--- config.mk ---
export PLATFORM = sky130hd
export DESIGN_NAME = cpu_top
export DESIGN_NICKNAME = d
export VERILOG_FILES = /design/src/design/cpu_pkg.sv /design/src/design/cpu_sequencer.sv /design/src/design/program_counter.sv /design/src/design/exec_unit.sv /design/src/design/mem_port.sv /design/src/design/cpu_top.sv
export SDC_FILE = /design/constraint.sdc
export NUM_CORES = 1
export LEC_CHECK = 0
export BUFFER_PORTS_ARGS = -buffer_cell sky130_fd_sc_hd__buf_2
export CAP_MARGIN = 10
export CORE_UTILIZATION = 59
export DETAILED_ROUTE_END_ITERATION = 16
export GPL_TIMING_DRIVEN = 0
export PLACE_DENSITY = 0.8
export SYNTH_ARGS = -nofsm -noshare
export SYNTH_HDL_FRONTEND = slang
export SYNTH_HIERARCHICAL = 1
export SYNTH_SLANG_ARGS = --single-unit
--- constraint.sdc ---
create_clock -name clk -period 2.4 [get_ports clk]
set_clock_uncertainty 0.05 [all_clocks]
set_input_delay 0.12 -clock clk [delete_from_list [all_inputs] [get_ports clk]]
set_output_delay 0.12 -clock clk [all_outputs]
set_load 0.02 [all_outputs]
--- src/design/cpu_pkg.sv ---
package cpu_pkg;

    // ========================================
    // isa
    // ========================================

    typedef enum logic [1:0] {
        op_jmp = 2'b00,
        op_lod = 2'b01,
        op_str = 2'b10,
        op_add = 2'b11
    } op_e;

    typedef struct packed {
        op_e        op;
        logic [5:0] target;
    } jmp_fmt_t;

    typedef struct packed {
        op_e        op;
        logic       reg_sel;  // 0 = a, 1 = b
        logic [4:0] addr;     // offset into data window
    } mem_fmt_t;

    typedef union packed {
        jmp_fmt_t jmp_fmt;
        mem_fmt_t mem_fmt;
    } insn_u;

    // ========================================
    // memory channel
    // ========================================

    localparam logic [7:0] DATA_BASE = 8'hE0;
    localparam int PROG_WORDS = 64;
    localparam int MEM_CREDITS = 2;  // memory request queue depth
    localparam int CREDIT_W = $clog2(MEM_CREDITS + 1);

    typedef struct packed {
        logic       valid;
        logic       we;
        logic [7:0] addr;
        logic [7:0] wdata;
    } mem_req_t;

    typedef struct packed {
        logic       valid;   // rdata present
        logic       credit;  // one queue slot freed
        logic [7:0] rdata;
    } mem_rsp_t;

    typedef enum logic [2:0] {
        s_fetch,
        s_wait_insn,
        s_decode,
        s_exec,
        s_wait_data,
        s_write
    } cpu_state_e;

endpackage

--- src/design/cpu_sequencer.sv ---
`timescale 1ns/1ps

module cpu_sequencer (
    input  logic           clk,
    input  logic           rst,
    input  logic           issued,
    input  logic           rd_valid,
    input  logic [7:0]     rd_data,
    output logic           issue_fetch,
    output logic           issue_data,
    output logic           data_we,
    output logic           pc_inc,
    output logic           pc_load,
    output logic           reg_write,
    output cpu_pkg::insn_u insn
);
    import cpu_pkg::*;

    cpu_state_e state;
    cpu_state_e state_nxt;
    logic [1:0] rd_pending;  // reads issued, data not yet back
    logic       rd_issue;

    // ========================================
    // state machine
    // ========================================

    always_ff @(posedge clk) begin
        if (!rst) begin
            state <= s_fetch;
        end else begin
            state <= state_nxt;
        end
    end

    always_comb begin
        state_nxt = state;
        case (state)
            s_fetch: begin
                if (issued) state_nxt = s_wait_insn;
            end
            s_wait_insn: begin
                if (rd_valid) state_nxt = s_decode;
            end
            s_decode: begin
                state_nxt = (insn.jmp_fmt.op == op_jmp) ? s_fetch : s_exec;
            end
            s_exec: begin
                if (insn.mem_fmt.op == op_add) begin
                    state_nxt = s_write;
                end else if (issued) begin
                    // str is done once the request leaves
                    state_nxt = (insn.mem_fmt.op == op_lod) ? s_wait_data : s_fetch;
                end
            end
            s_wait_data: begin
                if (rd_valid) state_nxt = s_fetch;
            end
            s_write: state_nxt = s_fetch;
            default: state_nxt = s_fetch;
        endcase
    end

    assign issue_fetch = (state == s_fetch);
    assign issue_data  = (state == s_exec) && (insn.mem_fmt.op inside {op_lod, op_str});
    assign data_we     = (state == s_exec) && (insn.mem_fmt.op == op_str);
    assign pc_inc      = (state == s_wait_insn) && rd_valid;
    assign pc_load     = (state == s_decode) && (insn.jmp_fmt.op == op_jmp);
    assign reg_write   = (state == s_write) || ((state == s_wait_data) && rd_valid);

    // instruction word, held through exec
    always_ff @(posedge clk) begin
        if (pc_inc) insn <= rd_data;
    end

    // ========================================
    // outstanding reads
    // ========================================

    assign rd_issue = issued && !data_we;

    always_ff @(posedge clk) begin
        if (!rst) begin
            rd_pending <= 2'd0;
        end else begin
            case ({rd_issue, rd_valid})
                2'b10:   rd_pending <= rd_pending + 2'd1;
                2'b01:   rd_pending <= rd_pending - 2'd1;
                default: rd_pending <= rd_pending;
            endcase
        end
    end

    a_rd_expected: assert property (@(posedge clk) disable iff (!rst)
        rd_valid |-> rd_pending != 2'd0)
        else $error("read data with no read outstanding in %s", state.name());

endmodule

--- src/design/program_counter.sv ---
`timescale 1ns/1ps

module program_counter (
    input  logic       clk,
    input  logic       rst,
    input  logic       inc,
    input  logic       load,
    input  logic [5:0] target,
    output logic [7:0] pc
);
    logic [5:0] cnt;

    always_ff @(posedge clk) begin
        if (!rst) begin
            cnt <= 6'd0;
        end else if (load) begin  // jmp beats increment
            cnt <= target;
        end else if (inc) begin
            cnt <= cnt + 6'd1;  // wraps at 64
        end
    end

    assign pc = {2'b00, cnt};  // program region only

endmodule

--- src/design/exec_unit.sv ---
`timescale 1ns/1ps

module exec_unit (
    input  logic           clk,
    input  logic           rst,
    input  logic           reg_write,
    input  cpu_pkg::insn_u insn,
    input  logic [7:0]     rd_data,
    output logic [7:0]     store_data
);
    import cpu_pkg::*;

    logic [7:0] a;
    logic [7:0] b;
    logic [7:0] sum;
    logic [7:0] wr_val;

    // ========================================
    // datapath
    // ========================================

    assign sum    = a + b;  // wraps mod 256
    assign wr_val = (insn.mem_fmt.op == op_lod) ? rd_data : sum;

    always_ff @(posedge clk) begin
        if (!rst) begin
            a <= 8'd0;
            b <= 8'd0;
        end else if (reg_write) begin
            if (insn.mem_fmt.reg_sel) begin
                b <= wr_val;
            end else begin
                a <= wr_val;
            end
        end
    end

    assign store_data = insn.mem_fmt.reg_sel ? b : a;

    // only lod and add write back
    a_wb_op: assert property (@(posedge clk) disable iff (!rst)
        reg_write |-> insn.mem_fmt.op inside {op_lod, op_add})
        else $error("register write for opcode %s", insn.mem_fmt.op.name());

endmodule

--- src/design/mem_port.sv ---
`timescale 1ns/1ps

module mem_port (
    input  logic              clk,
    input  logic              rst,
    input  logic              issue_fetch,
    input  logic              issue_data,
    input  logic              data_we,
    input  logic [7:0]        pc,
    input  logic [7:0]        store_data,
    input  logic [4:0]        data_addr,
    input  cpu_pkg::mem_rsp_t rsp,
    output cpu_pkg::mem_req_t req,
    output logic              issued,
    output logic              rd_valid,
    output logic [7:0]        rd_data
);
    import cpu_pkg::*;

    logic [CREDIT_W-1:0] credits;
    logic                grant;

    // ========================================
    // credits
    // ========================================

    assign grant = (issue_fetch || issue_data) && (credits != '0);

    always_ff @(posedge clk) begin
        if (!rst) begin
            credits <= CREDIT_W'(MEM_CREDITS);
        end else begin
            case ({grant, rsp.credit})
                2'b10:   credits <= credits - CREDIT_W'(1);
                2'b01:   credits <= credits + CREDIT_W'(1);
                default: credits <= credits;  // spend and return cancel
            endcase
        end
    end

    // ========================================
    // request register
    // ========================================

    always_ff @(posedge clk) begin
        if (!rst) begin
            req.valid <= 1'b0;
        end else begin
            req.valid <= grant;
            if (grant) begin
                if (issue_data) begin  // data before fetch
                    req.we    <= data_we;
                    req.addr  <= DATA_BASE + {3'b000, data_addr};
                    req.wdata <= store_data;
                end else begin
                    req.we    <= 1'b0;
                    req.addr  <= pc;
                    req.wdata <= 8'd0;
                end
            end
        end
    end

    assign issued   = grant;
    assign rd_valid = rsp.valid;
    assign rd_data  = rsp.rdata;

    a_credit_max: assert property (@(posedge clk) disable iff (!rst)
        credits <= CREDIT_W'(MEM_CREDITS))
        else $error("credit count %0d above queue depth", credits);

    a_req_credit: assert property (@(posedge clk) disable iff (!rst)
        req.valid |-> $past(credits) != '0)
        else $error("request sent with no credit");

endmodule

--- src/design/cpu_top.sv ---
`timescale 1ns/1ps

module cpu_top (
    input  logic              clk,
    input  logic              rst,
    output cpu_pkg::mem_req_t mem_req,
    input  cpu_pkg::mem_rsp_t mem_rsp
);
    import cpu_pkg::*;

    logic       issue_fetch;
    logic       issue_data;
    logic       data_we;
    logic       pc_inc;
    logic       pc_load;
    logic       reg_write;
    logic       issued;
    logic       rd_valid;
    logic [7:0] rd_data;
    logic [7:0] pc;
    logic [7:0] store_data;
    insn_u      insn;

    cpu_sequencer i_sequencer (
        .clk         (clk),
        .rst         (rst),
        .issued      (issued),
        .rd_valid    (rd_valid),
        .rd_data     (rd_data),
        .issue_fetch (issue_fetch),
        .issue_data  (issue_data),
        .data_we     (data_we),
        .pc_inc      (pc_inc),
        .pc_load     (pc_load),
        .reg_write   (reg_write),
        .insn        (insn)
    );

    program_counter i_pc (
        .clk    (clk),
        .rst    (rst),
        .inc    (pc_inc),
        .load   (pc_load),
        .target (insn.jmp_fmt.target),
        .pc     (pc)
    );

    exec_unit i_exec (
        .clk        (clk),
        .rst        (rst),
        .reg_write  (reg_write),
        .insn       (insn),
        .rd_data    (rd_data),
        .store_data (store_data)
    );

    mem_port i_mem_port (
        .clk         (clk),
        .rst         (rst),
        .issue_fetch (issue_fetch),
        .issue_data  (issue_data),
        .data_we     (data_we),
        .pc          (pc),
        .store_data  (store_data),
        .data_addr   (insn.mem_fmt.addr),
        .rsp         (mem_rsp),
        .req         (mem_req),
        .issued      (issued),
        .rd_valid    (rd_valid),
        .rd_data     (rd_data)
    );

endmodule

# [Word level (Yosys, flattened, before mapping)]
# Cells that the tools add are included.
[op_classes] add_sub_neg=5 eq_ne=14 muxes=14 n_bitwise=1 reduce_logical=18
[op_table] cell="3-bit two-way mux" n=6
[op_table] cell="8-bit two-way mux" n=2
[op_table] cell="3-bit case mux with 5 select lines" n=1
[op_table] cell="14-bit two-way mux" n=1
[op_table] cell="6-bit two-way mux" n=2
[op_table] cell="8-bit adder" n=1
[op_table] cell="2-bit nonzero test" n=4
[op_table] cell="6-bit by 6-bit adder with 7-bit output (first input constant)" n=1
[op_table] cell="6-bit by 1-bit adder with 6-bit output (second input constant)" n=1
[op_table] cell="2-bit == test (second input constant)" n=3
[op_table] cell="3-bit by 2-bit == test with 1-bit output (second input constant)" n=2
[op_table] cell="3-bit == test (second input constant)" n=2
[op_table] cell="1-bit logical AND" n=6
[op_table] cell="2-bit != test (second input constant)" n=3
[op_table] cell="2-bit AND reduction" n=3
[op_table] cell="2-bit by 1-bit == test with 1-bit output (second input constant)" n=2
[op_table] cell="2-bit case mux with 2 select lines" n=1
[op_table] cell="4-bit AND reduction" n=1
[op_table] cell="3-bit by 1-bit == test with 1-bit output (second input constant)" n=1
[op_table] cell="3-bit logical NOT" n=1
[op_table] cell="3-bit by 1-bit != test with 1-bit output (second input constant)" n=1
[op_table] cell="2-bit by 1-bit adder with 2-bit output (second input constant)" n=1
[op_table] cell="2-bit logical NOT" n=1
[op_table] cell="1-bit logical OR" n=2
[op_table] cell="other kinds (3)" n=3
[word_totals] ff_bits=52 input_bits=12 out_inout_bits=18 word_cells=63

# [Longest topological paths before layout]
[logic_depth] word_depth=8 mapped_depth=10 ltp_nobuf=8

# [Modules after synthesis]
# Netlist, hierarchy kept.
[modules_own_cells] mod="exec_unit" instances=1 cells_per_inst=124 area_per_inst_um2=1072.3 seq_area_each_um2=320.3
[modules_own_cells] mod="mem_port" instances=1 cells_per_inst=59 area_per_inst_um2=860.8 seq_area_each_um2=570.5
[modules_own_cells] mod="cpu_sequencer" instances=1 cells_per_inst=53 area_per_inst_um2=588.1 seq_area_each_um2=300.3
[modules_own_cells] mod="program_counter" instances=1 cells_per_inst=38 area_per_inst_um2=331.6 seq_area_each_um2=120.1

# [Worst setup path after synthesis]
# Ideal clock, no wire load.
[synth_timing] path_kind="register to register" from="reg i_sequencer.state[0]" to="reg i_pc.cnt[5]" setup_ps=74 arrival_ps=2045 t_required_ps=2276 path_slack_ps=231 path_stages_with_launch=8 n_path_buf=2 synth_period_minus_slack_ps=2169 cell_sequence="dfxtp_1 -> buf_4 -> nand2_1 -> nor3_1 -> buf_6 -> nand3_2 -> or3_1 -> a31oi_1"
[synth_between] elab_chain_cells=3 elab_cells_between_ends=6 cone_classes="eq/ne: 2; mux: 1; reduce/logical: 3"
[synth_lines] item="start, declared" line="cpu_sequencer.sv:19" text="cpu_state_e state;"
[synth_lines] item="start signal, assigned" line="cpu_sequencer.sv:30" text="state <= s_fetch;"
[synth_lines] item="start signal, assigned" line="cpu_sequencer.sv:32" text="state <= state_nxt;"
[synth_lines] item="3-bit by 1-bit == test with 1-bit output" line="cpu_sequencer.sv:67" text="assign pc_inc = (state == s_wait_insn) && rd_valid;"
[synth_lines] item="1-bit logical AND" line="cpu_sequencer.sv:67"
[synth_lines] item="via pc_inc" line="cpu_top.sv:14" text="logic pc_inc;"
[synth_lines] item="2-bit nonzero test (no line)"
[synth_lines] item="end signal, assigned" line="program_counter.sv:17" text="cnt <= target;"
[synth_lines] item="end signal, assigned" line="program_counter.sv:19" text="cnt <= cnt + 6'd1;"
[synth_lines] item="end, declared" line="program_counter.sv:11" text="logic [5:0] cnt;"
# The timed path passes the listed nets, and every way through them passes these cells.
# A chain may end at the register's enable or synchronous reset.

# [Worst setup path after layout]
[layout_timing] from="reg i_sequencer.state[0]" to="reg i_mem_port.credits[1]"
[layout_between] elab_chain_cells=6 elab_cells_between_ends=9 cone_classes="eq/ne: 3; mux: 1; reduce/logical: 5"
[layout_lines] item="3-bit by 2-bit == test with 1-bit output *" line="cpu_sequencer.sv:65" text="assign issue_data = (state == s_exec) && (insn.mem_fmt.op inside {op_lod, op_str});"
[layout_lines] item="1-bit logical AND *" line="cpu_sequencer.sv:65"
[layout_lines] item="via issue_data" line="cpu_top.sv:12" text="logic issue_data;"
[layout_lines] item="1-bit logical OR *" line="mem_port.sv:27" text="assign grant = (issue_fetch || issue_data) && (credits != '0);"
[layout_lines] item="1-bit logical AND *" line="mem_port.sv:27"
[layout_lines] item="2-bit by 1-bit == test with 1-bit output / 2-bit == test (equally long branches)" line="mem_port.sv:33" text="case ({grant, rsp.credit})"
[layout_lines] item="2-bit case mux with 2 select lines / 2-bit nonzero test (equally long branches)"
[layout_lines] item="end signal, assigned" line="mem_port.sv:34" text="2'b10: credits <= credits - CREDIT_W'(1);"
[layout_lines] item="end signal, assigned" line="mem_port.sv:35" text="2'b01: credits <= credits + CREDIT_W'(1);"
[layout_lines] item="end signal, assigned" line="mem_port.sv:36" text="default: credits <= credits;"
[layout_lines] item="end, declared" line="mem_port.sv:20" text="logic [CREDIT_W-1:0] credits;"
# Mark *: on every way through the listed nets, which the timed path passes. The rest lies on a longest branch.

==> out/results.ini <==
[sta]
report.final.slew_viol_count = 0
rsz0062_at_grt = false
finalCriticalPeriod_ns = 2.25
finalCritPeriodShare_pct = 93.9
max_freq_ghz = 0.444
layout_setup_ws_ns = 0.146
hold_slack_ns = 0.105
hold_viol = 0
setup_viol = 0

[global_routing]
gr-usage-all-layers_pct = 23.9
grt_max_degree = 18
antenna_found_initial = 0
grt_pass1_wl_um = 9520
grt_pass1_vias = 2148
grt_overflow_total = 0

[clock_network]
cts.clk_slew.worst_paths_ns = 0.10
cts_tree = done
cts_buffers = 5
clock_sinks = 53
clk_latency_ns = 0.31
root_buffer = clkbuf_8
cts_buffer_depth = 2
h-tree-depth = 2
cts_setup_buffers = 0

[layout]
antenna_cells = 0
finalNetCount = 337
synthToLayoutAreaGrowth_pct = 13.2
drive_above_1_share_pct = 23.7
final_area_mm2 = 0.00323
final_cells = 364

[die]
core_mm2 = 0.00450
top_level_ports = 30
fp.dieH_um = 71.5
die_w_um = 71.5
dieArea_mm2 = 0.00512
initial_core_util_pct = 63.3
rows = 24

[worst_setup_path]
cp-end-kind = flop
slowest_delay_ns = 0.43
crit_type = reg -> reg
path_max_fanout = 10
cp_slowest_cell = dfxtp_1
cp_cell_sequence = buf_4 > nand2_1 > nor2_1 > and2_1 > buf_2 > o22ai_2 > ha_1 > o21ai_0 > nand3_1
cp.arrival_ns = 2.38
critPathRequiredTime_ns = 2.53
rr_startpoint = i_sequencer/state[0]$_SDFFE_PN0P_
r2r_slack_ns = 0.15
reg2reg_depth = 9
critPathLaunchType = flop
regToRegEndpoint = i_mem_port/credits[1]$_SDFFE_PN1P_

[synth]
synth_edf_count = 25
synthArstFlopShare_pct = 0
yosysSeqAreaShare_pct = 46.0
synth_ff_type = dfxtp_1
synth_top_area_share_pct = 26.3
yosys-top-cells-area = edfxtp_1 (26%), dfxtp_1 (20%), ha_1 (5.7%)
synth.distinct_cells = 52
yosysTopAreaCell = edfxtp_1
yosysMostFrequentCell = dfxtp_1
synth_area_mm2 = 0.00285
ys_ff_latch = 53
synth_area_per_cell_um2 = 10.4
synth.cells.most_frequent = dfxtp_1 (28), edfxtp_1 (25), o21ai_0 (20), and2_1 (18), nor2_1 (15)
netlist_instances = 274
yosys_warnings = 6

[power]
power_density_mw_per_mm2 = 797
peakVddDrop_uv = 465
leakagePower_uw = 0.00134

[place]
place_congestion = 0.876
io_buffer_count = 20
dpl.cell_count = 348
dp_hpwl_um = 3950
post-place-ws_ns = -0.0753
place_area_mm2 = 0.00303

[run]
cap_violations = 0

[routing]
drt-pass1-iter-count = 5
viasPerCell = 5.96
ant_nets = 0
drc = 0
wirelength_um = 5760
drtIter0Drc = 141
detail_route.wl_per_cell_um = 15.8
via_count = 2168

[run_status]
status = completed

[min_path]
worstHoldPathCells = 2
hold_path_class = in -> reg
hp-start = rst
hold-path-endpoint = i_mem_port/credits[1]$_SDFFE_PN1P_

-- power by group --
part | leakage [uW] | total [uW] | internal (uW) | switching, uW
sequential | 0.000465 | 1200 | 1120 | 81.2
combinational | 0.000828 | 774 | 320 | 454
clock | 0.0000518 | 600 | 307 | 292
-- routing by layer --
layer	vias up	track usage, %	part of all wire, %
li1	1041	-	-
met1	1032	29.6	43
met2	77	41.0	48
met3	18	4.50	5.9
met4	0	10.7	2.6
met5	-	0	0
-- worst max path at each step --
stage | from | to | slack [ns] | depth (start not counted)
CTS | i_sequencer/state[0]$_SDFFE_PN0P_ | i_pc/cnt[5]$_SDFFE_PN0P_ | 0.14 | 8
global placement | i_sequencer/state[0]$_SDFFE_PN0P_ | i_pc/cnt[5]$_SDFFE_PN0P_ | -0.17 | 7
finish | i_sequencer/state[0]$_SDFFE_PN0P_ | i_mem_port/credits[1]$_SDFFE_PN1P_ | 0.15 | 9
floorplan | i_sequencer/state[0]$_SDFFE_PN0P_ | i_pc/cnt[5]$_SDFFE_PN0P_ | 0.23 | 7
detailed placement | i_sequencer/state[0]$_SDFFE_PN0P_ | i_mem_port/req[5]$_SDFFCE_PN0P_ | -0.08 | 8
global route | i_sequencer/state[0]$_SDFFE_PN0P_ | i_mem_port/req[4]$_SDFFCE_PN0P_ | 0.02 | 8
-- worst max-delay path: cells and delay by family (launching register included) --
kind / cells / cell delay, ns
AO/OA/AOI/OAI: 2 / 0.41
buffers and inverters: 2 / 0.42
adder cells (fa/ha/maj): 1 / 0.35
flip-flops: 1 / 0.43
AND/OR/NAND/NOR: 4 / 0.46
-- cell families after synthesis --
| group | after synthesis | synth area share [%] |
|---|---|---|
| and+or+nand+nor | 77 | 14.7 |
| AOI/OAI and AO/OA | 70 | 16.3 |
| DFF | 53 | 46.0 |
| buffers and inverters | 35 | 7.85 |
| muxes | 16 | 6.14 |
| adders and majority gates | 14 | 6.40 |
| xor gates and xnor gates | 8 | 2.46 |
| other | 1 | 0.131 |
-- cell usage in the layout (no fill, tap or decap), types with 9 or more instances in the layout --
master	netlist	layout
nor2_1	15	15
inv_1	9	9
buf_2	5	25
and2_1	18	17
o21ai_0	20	20
a21oi_1	14	14
nand2_1	14	14
dfxtp_1	28	28
buf_4	13	14
mux2_2	10	10
a211oi_1	9	9
edfxtp_1	25	25
ha_1	13	13
-- timing repair --
action | in CTS | in global routing
hold buffers | 8 | 0
resized for setup | 1 | 2
setup endpoints to repair | 17 | 1
cloned | 0 | 0
endpoints found under the hold margin | 8 | 0
-- registers in the layout, indices dropped and copies added (netlist names) --
register and count:
i_sequencer/insn 8, i_exec/b 8, i_exec/a 8, i_sequencer/state 3, i_mem_port/credits 2, i_mem_port/req 18
i_pc/cnt 6
-- cell type report --
type | instances | area (um2)
multi-input combinational | 187 | 1330
sequential | 53 | 1310
fill | 341 | 1270
timing repair buffer | 29 | 188
buffer | 24 | 183
clock buffer | 5 | 68.8
tap | 52 | 65.1
clock inverter | 3 | 41.3
inverter | 11 | 41.3
-- metrics by stage --
step           setup TNS, ns  utilization (%)  total power [uW]
6_report                   0             71.7              2580
5_1_grt                    0             71.7              2700
4_1_cts                    0             71.5              2570
3_5_place_dp           -1.27             67.3              1970
3_3_place_gp          -0.258             67.1              1940
2_1_floorplan              0                -              1780
Power figures use the tool's default switching activity.
